<file path="config.mk">
export PLATFORM = sky130hd
export DESIGN_NAME = prefetcher_top
export DESIGN_NICKNAME = d
export VERILOG_FILES = /design/src/verilog/prefetch_pkg.sv /design/src/verilog/prefetch_ctrl.sv /design/src/verilog/prefetch_queue.sv /design/src/verilog/prefetch_regs.sv /design/src/verilog/prefetcher_top.sv
export SDC_FILE = /design/constraint.sdc
export NUM_CORES = 1
export LEC_CHECK = 0
export BUFFER_PORTS_ARGS = -buffer_cell sky130_fd_sc_hd__buf_2
export CAP_MARGIN = 20
export CORE_MARGIN = 3
export CORE_UTILIZATION = 30
export CTS_CLUSTER_SIZE = 10
export DETAILED_ROUTE_END_ITERATION = 6
export PLACE_DENSITY_LB_ADDON = 0.1
export SYNTH_ARGS = -nofsm -noshare
export SYNTH_HDL_FRONTEND = slang
export SYNTH_HIERARCHICAL = 1
export SYNTH_SLANG_ARGS = --single-unit
</file>
<file path="constraint.sdc">
create_clock -name clk -period 13.8 [get_ports clk]
set_input_delay 0.69 -clock clk [delete_from_list [all_inputs] [get_ports clk]]
set_output_delay 0.69 -clock clk [all_outputs]
set_load 0.005 [all_outputs]
</file>
<file path="src/verilog/prefetch_pkg.sv">
// ====================
// Prefetcher package with widths, register map,
// channel payload structs and controller states
// ====================
package prefetch_pkg;

    localparam int ADDR_W      = 32;
    localparam int DATA_W      = 32;
    localparam int ID_W        = 4;
    localparam int QUEUE_DEPTH = 8;   // Power of two, pointers wrap
    localparam int CNT_W       = $clog2(QUEUE_DEPTH + 1);
    localparam int PTR_W       = $clog2(QUEUE_DEPTH);

    typedef logic [ADDR_W-1:0] addr_t;
    typedef logic [DATA_W-1:0] data_t;
    typedef logic [ID_W-1:0]   id_t;
    typedef logic [CNT_W-1:0]  cnt_t;
    typedef logic [PTR_W-1:0]  ptr_t;

    localparam addr_t BLOCK_BYTES = 32'd4;   // Step between consecutive blocks

    // Reserved for prefetch reads, upstream IDs stay below it
    localparam id_t PF_ID = '1;

    // APB register offsets
    localparam addr_t REG_BAR       = 32'h0;
    localparam addr_t REG_LIMIT     = 32'h4;   // Last block address in window
    localparam addr_t REG_OUT_LIMIT = 32'h8;
    localparam addr_t REG_CTRL      = 32'hC;   // Bit 0 enable

    typedef struct packed {
        addr_t addr;
        id_t   id;
    } ar_t;

    typedef struct packed {
        data_t data;
        id_t   id;
    } r_t;

    typedef struct packed {
        addr_t addr;
        id_t   id;
    } aw_t;

    typedef struct packed {
        addr_t bar;
        addr_t limit;
        cnt_t  out_limit;   // 1 to QUEUE_DEPTH
        logic  enable;
    } prefetch_cfg_t;

    typedef enum logic [1:0] {
        IDLE,
        SERVE,
        CLEANUP,
        FORWARD
    } ctrl_state_t;

endpackage

</file>
<file path="src/verilog/prefetch_ctrl.sv">
// ====================
// Prefetch controller FSM for hits, miss cleanup,
// demand forwarding and prefetch issue
// ====================
`timescale 1ns/1ps

module prefetch_ctrl
    import prefetch_pkg::*;
(
    input  logic          clk,
    input  logic          arst_n,
    input  prefetch_cfg_t cfg,
    // Upstream read channels
    input  logic          s_ar_valid,
    input  ar_t           s_ar,
    output logic          s_ar_ready,
    output logic          s_r_valid,
    output r_t            s_r,
    input  logic          s_r_ready,
    // Memory read address
    output logic          m_ar_valid,
    output ar_t           m_ar,
    input  logic          m_ar_ready,
    // Write flush handshake
    input  logic          wr_flush,
    output logic          aw_hold,
    // Queue side
    output logic          alloc_valid,
    output addr_t         alloc_addr,
    output logic          pop,
    output logic          flush,
    input  addr_t         head_addr,
    input  logic          head_filled,
    input  data_t         head_data,
    input  cnt_t          allocated,
    input  cnt_t          outstanding
);

    ctrl_state_t state_q;
    ar_t         req_q;         // Demand request kept across cleanup
    r_t          rsp_q;         // Hit response
    ar_t         pf_ar;
    addr_t       pf_addr_q;     // Next block to prefetch
    logic        pf_active_q;   // Cleared by writes and misses
    logic        pf_stall_q;    // Prefetch AR raised but not taken
    logic        pf_want;
    logic        pf_valid;
    logic        req_acc;
    logic        hit;

    assign hit = (s_ar.addr == head_addr) && head_filled;

    // New prefetches yield to a waiting request, a raised one is held
    assign pf_want = (state_q == IDLE) && pf_active_q && cfg.enable && !wr_flush &&
                     (allocated < cfg.out_limit) && (pf_addr_q <= cfg.limit);
    assign pf_valid = pf_stall_q || (pf_want && !s_ar_valid);

    assign s_ar_ready = (state_q == IDLE) && !pf_valid;
    assign req_acc    = s_ar_valid && s_ar_ready;

    assign pf_ar.addr = pf_addr_q;
    assign pf_ar.id   = PF_ID;
    assign m_ar_valid = pf_valid || (state_q == FORWARD);
    assign m_ar       = (state_q == FORWARD) ? req_q : pf_ar;

    assign s_r_valid = (state_q == SERVE);
    assign s_r       = rsp_q;

    assign alloc_valid = pf_valid && m_ar_ready;
    assign alloc_addr  = pf_addr_q;
    assign pop         = req_acc && hit;
    // Disabled queue is kept empty so it never holds data older than a write
    assign flush       = wr_flush || (req_acc && !hit) || !cfg.enable;

    // Write waits until no prefetch read can still return old data
    assign aw_hold = wr_flush && ((outstanding != '0) || pf_stall_q);

    always_ff @(posedge clk) begin
        if (req_acc) begin
            req_q      <= s_ar;
            rsp_q.data <= head_data;
            rsp_q.id   <= s_ar.id;
        end
    end

    always_ff @(posedge clk or negedge arst_n) begin
        if (!arst_n) begin
            state_q     <= IDLE;
            pf_addr_q   <= '0;
            pf_active_q <= 1'b0;
            pf_stall_q  <= 1'b0;
        end else begin
            pf_stall_q <= pf_valid && !m_ar_ready;
            if (alloc_valid) begin
                pf_addr_q <= pf_addr_q + BLOCK_BYTES;
            end
            if (wr_flush) begin
                pf_active_q <= 1'b0;
            end

            case (state_q)
                IDLE: begin
                    if (req_acc) begin
                        if (hit) begin
                            state_q <= SERVE;
                        end else begin
                            state_q     <= CLEANUP;
                            pf_active_q <= 1'b0;
                        end
                    end
                end
                SERVE: begin
                    if (s_r_ready) begin
                        state_q <= IDLE;
                    end
                end
                CLEANUP: begin
                    if (outstanding == '0) begin   // All dropped fills drained
                        state_q <= FORWARD;
                    end
                end
                FORWARD: begin
                    if (m_ar_ready) begin
                        state_q     <= IDLE;
                        pf_addr_q   <= req_q.addr + BLOCK_BYTES;
                        pf_active_q <= !wr_flush;
                    end
                end
                default: state_q <= IDLE;
            endcase
        end
    end

endmodule

</file>
<file path="src/verilog/prefetch_queue.sv">
// ====================
// Circular queue of prefetched blocks with in-order
// fill, head pop and flush with fill drain
// ====================
`timescale 1ns/1ps

module prefetch_queue
    import prefetch_pkg::*;
(
    input  logic  clk,
    input  logic  arst_n,
    input  logic  alloc_valid,
    input  addr_t alloc_addr,
    input  logic  fill_valid,
    input  data_t fill_data,
    input  logic  pop,
    input  logic  flush,
    output addr_t head_addr,
    output logic  head_filled,
    output data_t head_data,
    output cnt_t  allocated,
    output cnt_t  outstanding
);

    addr_t                  addr_mem [QUEUE_DEPTH];
    data_t                  data_mem [QUEUE_DEPTH];
    logic [QUEUE_DEPTH-1:0] filled_q;

    ptr_t alloc_ptr;
    ptr_t alloc_ptr_nxt;
    ptr_t fill_ptr;    // Oldest unfilled entry
    ptr_t pop_ptr;     // Queue head
    cnt_t alloc_cnt;   // Live entries, filled or not
    cnt_t pend_cnt;    // Live entries still waiting for data
    cnt_t drain_cnt;   // Fills still due for dropped entries
    logic fill_live;

    // Dropped entries were allocated first, so their fills come first
    assign fill_live     = fill_valid && (drain_cnt == '0);
    assign alloc_ptr_nxt = alloc_valid ? ptr_t'(alloc_ptr + 1'b1) : alloc_ptr;

    // Payload storage
    always_ff @(posedge clk) begin
        if (alloc_valid) begin
            addr_mem[alloc_ptr] <= alloc_addr;
        end
        if (fill_live) begin
            data_mem[fill_ptr] <= fill_data;
        end
    end

    always_ff @(posedge clk or negedge arst_n) begin
        if (!arst_n) begin
            alloc_ptr <= '0;
            fill_ptr  <= '0;
            pop_ptr   <= '0;
            alloc_cnt <= '0;
            pend_cnt  <= '0;
            drain_cnt <= '0;
            filled_q  <= '0;
        end else begin
            alloc_ptr <= alloc_ptr_nxt;
            if (alloc_valid) begin
                filled_q[alloc_ptr] <= 1'b0;
            end
            if (fill_live) begin
                filled_q[fill_ptr] <= 1'b1;
            end

            if (flush) begin
                // Everything live is dropped, unfilled entries turn into drain
                pop_ptr   <= alloc_ptr_nxt;
                fill_ptr  <= alloc_ptr_nxt;
                alloc_cnt <= '0;
                pend_cnt  <= '0;
                drain_cnt <= drain_cnt + pend_cnt + cnt_t'(alloc_valid)
                             - cnt_t'(fill_valid);
            end else begin
                if (pop) begin
                    pop_ptr <= pop_ptr + 1'b1;
                end
                if (fill_live) begin
                    fill_ptr <= fill_ptr + 1'b1;
                end
                if (fill_valid && !fill_live) begin
                    drain_cnt <= drain_cnt - 1'b1;   // Stale fill discarded
                end
                alloc_cnt <= alloc_cnt + cnt_t'(alloc_valid) - cnt_t'(pop);
                pend_cnt  <= pend_cnt + cnt_t'(alloc_valid) - cnt_t'(fill_live);
            end
        end
    end

    assign head_addr   = addr_mem[pop_ptr];
    assign head_data   = data_mem[pop_ptr];
    assign head_filled = (alloc_cnt != '0) && filled_q[pop_ptr];
    assign allocated   = alloc_cnt;
    assign outstanding = pend_cnt + drain_cnt;

endmodule

</file>
<file path="src/verilog/prefetch_regs.sv">
// ====================
// APB control registers for the prefetch window,
// outstanding limit and enable
// ====================
`timescale 1ns/1ps

module prefetch_regs
    import prefetch_pkg::*;
(
    input  logic          clk,
    input  logic          arst_n,
    input  logic          psel,
    input  logic          penable,
    input  logic          pwrite,
    input  addr_t         paddr,
    input  data_t         pwdata,
    output data_t         prdata,
    output logic          pready,
    output logic          pslverr,
    output prefetch_cfg_t cfg
);

    prefetch_cfg_t cfg_q;
    logic          addr_hit;
    logic          wr_en;
    cnt_t          lim_clamped;

    assign addr_hit = (paddr == REG_BAR) || (paddr == REG_LIMIT) ||
                      (paddr == REG_OUT_LIMIT) || (paddr == REG_CTRL);
    assign wr_en    = psel && penable && pwrite && addr_hit;
    assign pready   = 1'b1;   // Zero wait states
    assign pslverr  = psel && penable && !addr_hit;
    assign cfg      = cfg_q;

    // Keep out_limit inside 1..QUEUE_DEPTH
    always_comb begin
        if (pwdata == '0) begin
            lim_clamped = cnt_t'(1);
        end else if (pwdata > QUEUE_DEPTH) begin
            lim_clamped = cnt_t'(QUEUE_DEPTH);
        end else begin
            lim_clamped = pwdata[CNT_W-1:0];
        end
    end

    always_ff @(posedge clk or negedge arst_n) begin
        if (!arst_n) begin
            cfg_q.bar       <= '0;
            cfg_q.limit     <= '0;
            cfg_q.out_limit <= cnt_t'(QUEUE_DEPTH);
            cfg_q.enable    <= 1'b0;
        end else if (wr_en) begin
            case (paddr)
                REG_BAR:       cfg_q.bar       <= pwdata;
                REG_LIMIT:     cfg_q.limit     <= pwdata;
                REG_OUT_LIMIT: cfg_q.out_limit <= lim_clamped;
                REG_CTRL:      cfg_q.enable    <= pwdata[0];
                default:       cfg_q.enable    <= cfg_q.enable;
            endcase
        end
    end

    // Read-back mux
    always_comb begin
        case (paddr)
            REG_BAR:       prdata = data_t'(cfg_q.bar);
            REG_LIMIT:     prdata = data_t'(cfg_q.limit);
            REG_OUT_LIMIT: prdata = data_t'(cfg_q.out_limit);
            REG_CTRL:      prdata = data_t'(cfg_q.enable);
            default:       prdata = '0;
        endcase
    end

endmodule

</file>
<file path="src/verilog/prefetcher_top.sv">
// ====================
// Sequential read prefetcher, window decode and
// AR, R and AW routing around the controller
// ====================
`timescale 1ns/1ps

module prefetcher_top
    import prefetch_pkg::*;
(
    input  logic  clk,
    input  logic  arst_n,
    // APB register port
    input  logic  psel,
    input  logic  penable,
    input  logic  pwrite,
    input  addr_t paddr,
    input  data_t pwdata,
    output data_t prdata,
    output logic  pready,
    output logic  pslverr,
    // Upstream side
    input  logic  s_ar_valid,
    output logic  s_ar_ready,
    input  ar_t   s_ar,
    output logic  s_r_valid,
    input  logic  s_r_ready,
    output r_t    s_r,
    input  logic  s_aw_valid,
    output logic  s_aw_ready,
    input  aw_t   s_aw,
    // Memory side
    output logic  m_ar_valid,
    input  logic  m_ar_ready,
    output ar_t   m_ar,
    input  logic  m_r_valid,
    output logic  m_r_ready,
    input  r_t    m_r,
    output logic  m_aw_valid,
    input  logic  m_aw_ready,
    output aw_t   m_aw
);

    prefetch_cfg_t cfg;
    logic  ar_in_win, aw_in_win;
    logic  wr_flush, aw_hold;
    logic  ctrl_s_ar_valid, ctrl_s_ar_ready;
    logic  ctrl_m_ar_valid, ctrl_m_ar_ready, ctrl_ar_grant;
    ar_t   ctrl_m_ar;
    logic  ctrl_s_r_valid, ctrl_s_r_ready, ctrl_r_grant;
    r_t    ctrl_s_r;
    logic  byp_ar_valid, byp_r_valid, r_is_pf;
    logic  ar_lock_q, r_lock_q;   // Bypass beat waiting on the shared port
    logic  alloc_valid, fill_valid, pop, flush;
    addr_t alloc_addr, head_addr;
    logic  head_filled;
    data_t head_data;
    cnt_t  allocated, outstanding;

    prefetch_regs regs_i (
        .clk(clk), .arst_n(arst_n),
        .psel(psel), .penable(penable), .pwrite(pwrite), .paddr(paddr),
        .pwdata(pwdata), .prdata(prdata), .pready(pready), .pslverr(pslverr),
        .cfg(cfg)
    );

    prefetch_ctrl ctrl_i (
        .clk(clk), .arst_n(arst_n), .cfg(cfg),
        .s_ar_valid(ctrl_s_ar_valid), .s_ar(s_ar), .s_ar_ready(ctrl_s_ar_ready),
        .s_r_valid(ctrl_s_r_valid), .s_r(ctrl_s_r), .s_r_ready(ctrl_s_r_ready),
        .m_ar_valid(ctrl_m_ar_valid), .m_ar(ctrl_m_ar), .m_ar_ready(ctrl_m_ar_ready),
        .wr_flush(wr_flush), .aw_hold(aw_hold),
        .alloc_valid(alloc_valid), .alloc_addr(alloc_addr), .pop(pop), .flush(flush),
        .head_addr(head_addr), .head_filled(head_filled), .head_data(head_data),
        .allocated(allocated), .outstanding(outstanding)
    );

    prefetch_queue queue_i (
        .clk(clk), .arst_n(arst_n),
        .alloc_valid(alloc_valid), .alloc_addr(alloc_addr),
        .fill_valid(fill_valid), .fill_data(m_r.data),
        .pop(pop), .flush(flush),
        .head_addr(head_addr), .head_filled(head_filled), .head_data(head_data),
        .allocated(allocated), .outstanding(outstanding)
    );

    // Window test
    assign ar_in_win = cfg.enable && (s_ar.addr >= cfg.bar) && (s_ar.addr <= cfg.limit);
    assign aw_in_win = cfg.enable && (s_aw.addr >= cfg.bar) && (s_aw.addr <= cfg.limit);

    // AR channel, controller first unless a bypass read is already waiting
    assign ctrl_s_ar_valid = s_ar_valid && ar_in_win;
    assign byp_ar_valid    = s_ar_valid && !ar_in_win;
    assign ctrl_ar_grant   = ctrl_m_ar_valid && !ar_lock_q;
    assign ctrl_m_ar_ready = m_ar_ready && !ar_lock_q;
    assign m_ar_valid      = ctrl_ar_grant || byp_ar_valid;
    assign m_ar            = ctrl_ar_grant ? ctrl_m_ar : s_ar;
    assign s_ar_ready      = ar_in_win ? ctrl_s_ar_ready : (m_ar_ready && !ctrl_ar_grant);

    // R channel, prefetch data always goes to the queue
    assign r_is_pf        = (m_r.id == PF_ID);
    assign fill_valid     = m_r_valid && r_is_pf;
    assign byp_r_valid    = m_r_valid && !r_is_pf;
    assign ctrl_r_grant   = ctrl_s_r_valid && !r_lock_q;
    assign ctrl_s_r_ready = s_r_ready && !r_lock_q;
    assign s_r_valid      = ctrl_r_grant || byp_r_valid;
    assign s_r            = ctrl_r_grant ? ctrl_s_r : m_r;
    assign m_r_ready      = r_is_pf || (s_r_ready && !ctrl_r_grant);

    // AW channel
    assign wr_flush   = s_aw_valid && aw_in_win;
    assign m_aw_valid = s_aw_valid && !aw_hold;
    assign s_aw_ready = m_aw_ready && !aw_hold;
    assign m_aw       = s_aw;

    always_ff @(posedge clk or negedge arst_n) begin
        if (!arst_n) begin
            ar_lock_q <= 1'b0;
            r_lock_q  <= 1'b0;
        end else begin
            ar_lock_q <= byp_ar_valid && !ctrl_ar_grant && !m_ar_ready;
            r_lock_q  <= byp_r_valid && !ctrl_r_grant && !s_r_ready;
        end
    end

endmodule
</file>
==> impl_metrics.py <==
metrics = {
    "status": {
        "status": "complete, no violations",
    },
    "global_route": {
        "grt_pass1_vias": 23897,
        "antenna_found_initial": 1,
        "grt_usage": 0.175,
        "grt_max_degree": 73,
        "grt-ovfl-total": 0,
        "grt_pass1_wl_microns": 159000,
    },
    "detailed_routing": {
        "first_iter_violations": 1400,
        "drt_wl_total_microns": 109000,
        "vias_per_cell": 5.00,
        "remaining_drc_errors": 0,
        "dr_total_vias": 22446,
        "dr.pass1.iters": 7,
        "wire_per_inst_microns": 24.2,
        "detail-route-antenna-nets": 0,
    },
    "yosys": {
        "syn-num-nets": 2882,
        "synth_simple_gate_area_frac": 0.0859,
        "synth_area_sq_um": 35900,
        "asyncSetResetFlopFracSynth": 0.190,
        "yosys_most_used_dff": "edfxtp_1",
        "synth_seq_area_share": 0.580,
        "yosysWarnings": 6,
        "synth.area.mux_share": 0.156,
        "synth_cells": 2506,
        "synth_cell_type_count": 87,
        "yosys.area_share.adder": 0.0681,
        "synth_edf_count": 580,
        "synth_top_family_by_area": "multiplexers",
        "ys_ff_latch": 716,
        "postSynthAreaPerCell_sq_um": 14.3,
        "synth_compound_area_frac": 0.0540,
        "synth_xor_area_frac": 0.0176,
    },
    "floorplan": {
        "num_rows": 126,
        "ios": 331,
        "die_w_microns": 352,
        "die_y_microns": 352,
        "core_sq_um": 118000,
        "initial_core_util": 0.303,
        "die-area_sq_um": 124000,
    },
    "timing": {
        "fmax_ghz": 0.136,
        "fin_crit_sh": 0.532,
        "period_needed_ns": 7.34,
        "worst_pin_slew_ns": 1.05,
        "rsz0062_at_grt": "no",
        "finalSetupTns_ns": 0,
        "hold_viol_final": 0,
        "slew_viol_final": 0,
        "relSlewSlack": 0.303,
        "skew_ns": 0.0468,
        "fin_worst_hold_slack_ns": 0.0127,
        "finalSetupViolCount": 0,
    },
    "critical_path": {
        "crit_fanout": 37,
        "ff2ff_path_depth": 20,
        "path_class": "reg -> out",
        "r2r-end": "queue_i/drain_cnt[3]$_DFFE_PN0P_",
        "reg2reg_slack_ns": 7.29,
        "worstPathArrival_ns": 6.65,
        "cp_data_required_time_ns": 13.11,
        "worst_setup_path_start_kind": "register",
        "worstSetupEndpointType": "primary output",
        "reg2reg_from": "regs_i/cfg[62]$_DFFE_PN0P_",
    },
    "layout": {
        "area_growth_pct": 17.0,
        "final_area_sq_um": 42000,
        "fin_nets": 3199,
        "layout-drive-gt1-share": 0.294,
    },
    "clocking": {
        "h-tree-depth": 3,
        "post_cts_resized": 0,
        "postCtsSetupRepairBufs": 0,
        "cts_hold_buf": 0,
        "cts-root-to-sink-buffers": 3,
        "insertion_delay_ns": 0.67,
        "cts_num_sinks": 716,
        "clk_pin_slew_ns": 0.06,
        "cts_buffers": 89,
        "root_buffer": "clkbuf_16",
        "cts_tree": "built",
    },
    "power": {
        "power_uw": 4810,
        "p_leak_uw": 0.0152,
        "ir_drop_mv": 0.0871,
        "power.density_nw_per_um2": 115,
    },
    "place": {
        "place_hpwl_microns": 76300,
        "gp_congestion": 0.844,
        "place_area_sq_um": 39200,
        "numPortBuffers": 321,
    },
    "min_path": {
        "hp-class": "in -> async",
    },
    "run": {
        "maxCapViolCount": 0,
    },
}
-- cell usage in the layout (no fill, tap or decap), types with 89 or more instances in the layout --
master / n
buf_2: 320
clkbuf_16: 89
dfrtp_1: 132
edfxtp_1: 580
ha_1: 188
inv_1: 143
mux2_2: 122
mux4_2: 131
nand2_1: 209
nor2_1: 97
-- cells by family after synthesis --
family,Yosys count
fa+ha+maj,193
other cells,1
compound gates,292
simple gates,602
buf+inv,280
flops,716
xor+xnor,72
mux,350
-- worst max-delay path: stages (launching register included) --
cell,delay [ns]
dfrtp_1,0.39
inv_1,0.10
ha_1,0.30
nand4_1,0.24
nor4_1,0.86
o21ai_0,0.42
o211ai_1,0.38
a21oi_1,0.23
a211oi_1,0.83
nand3b_1,0.23
nor4b_1,0.06
inv_1,0.08
a211oi_2,0.07
a311oi_4,0.25
buf_4,0.39
nand2_1,0.10
nor2b_4,0.22
buf_4,0.30
mux2_2,0.33
buf_2,0.13
-- how the worst max path moves through the flow --
stage / startpoint / slack, ns / depth (start not counted) / end
6_report: regs_i/cfg[62]$_DFFE_PN0P_ / 6.46 / 19 / m_ar[35]
5_1_grt: regs_i/cfg[62]$_DFFE_PN0P_ / 6.14 / 19 / m_ar[35]
4_1_cts: regs_i/cfg[62]$_DFFE_PN0P_ / 6.14 / 19 / m_ar[35]
3_5_place_dp: s_aw[29] / 6.57 / 19 / m_ar[35]
3_3_place_gp: s_aw[29] / 6.57 / 19 / m_ar[3]
2_1_floorplan: s_aw[4] / 7.20 / 19 / queue_i/addr_mem[1][0]$_DFFE_PP_
-- flip-flops by register name, summed over array words and instances (netlist names), named ones only --
register	flops
queue_i/data_mem	256
regs_i/cfg	69
queue_i/filled_q	8
ctrl_i/state_q	2
queue_i/pend_cnt	4
queue_i/pop_ptr	3
r_lock_q	1
queue_i/allocated	4
ar_lock_q	1
ctrl_i/s_r	36
queue_i/fill_ptr	3
queue_i/addr_mem	256
ctrl_i/req_q	32
queue_i/drain_cnt	4
ctrl_i/alloc_addr	31
queue_i/alloc_ptr	3
ctrl_i/pf_stall_q	1
ctrl_i/pf_active_q	1
-- synth_stat cells (all sizes together) (6+ instances only) --
cell,count,share of area
a211oi,13,0.0030
edfxtp,580,0.49
and3,19,0.0033
nor2,111,0.012
a21o,39,0.0082
mux2i,36,0.010
or2,7,0.0012
o31ai,6,0.0016
xor2,47,0.011
clkbuf,53,0.0056
o21a,6,0.0013
o211ai,12,0.0025
nand3,42,0.0059
nand2,210,0.022
dfrtp,135,0.094
o22ai,8,0.0014
or3,6,0.0010
nor4,39,0.0098
inv,143,0.015
xnor2,25,0.0061
mux4,131,0.082
nand2b,18,0.0031
or4,7,0.0015
a21oi,82,0.011
a311oi,6,0.0020
buf,84,0.017
o21ai,64,0.0089
ha,189,0.066
a31oi,9,0.0016
nor2b,32,0.0056
nor3,32,0.0045
and2,6,0.0011
mux2,183,0.064
nand4,54,0.011
-- area by class of cell --
class | count | area, sq um
fill | 11394 | 76400
sequential | 716 | 20800
multi-input combinational | 1510 | 13800
clock buffer | 129 | 2420
tap | 1600 | 2000
timing repair buffer | 363 | 1990
inverter | 143 | 537
clock inverter | 24 | 347
antenna | 3 | 7.51
-- per-layer routing --
layer / GRT usage / up-vias / share of wire
li1: - / 10160 / -
met1: 0.230 / 11502 / 0.44
met2: 0.294 / 642 / 0.49
met3: 0.0286 / 142 / 0.045
met4: 0.0586 / 0 / 0.030
met5: 0 / - / 0
-- power breakdown --
| part | internal (uW) | leakage (uW) | switching [uW] | total (uW) |
|---|---|---|---|---|
| sequential | 2330 | 0.00708 | 11.1 | 2340 |
| clock | 1300 | 0.00133 | 934 | 2230 |
| combinational | 94.8 | 0.00681 | 145 | 240 |
-- per-stage QoR --
stage          setup slack [ns]  instances  utilization
4_1_cts                    6.14       4485        0.354
3_5_place_dp               6.57       4332        0.331
3_3_place_gp               6.57       4328        0.330
2_1_floorplan              7.20       2506            -
6_report                   6.46       4488        0.355
5_1_grt                    6.14       4485        0.354
(Power assumes the default switching activity.)
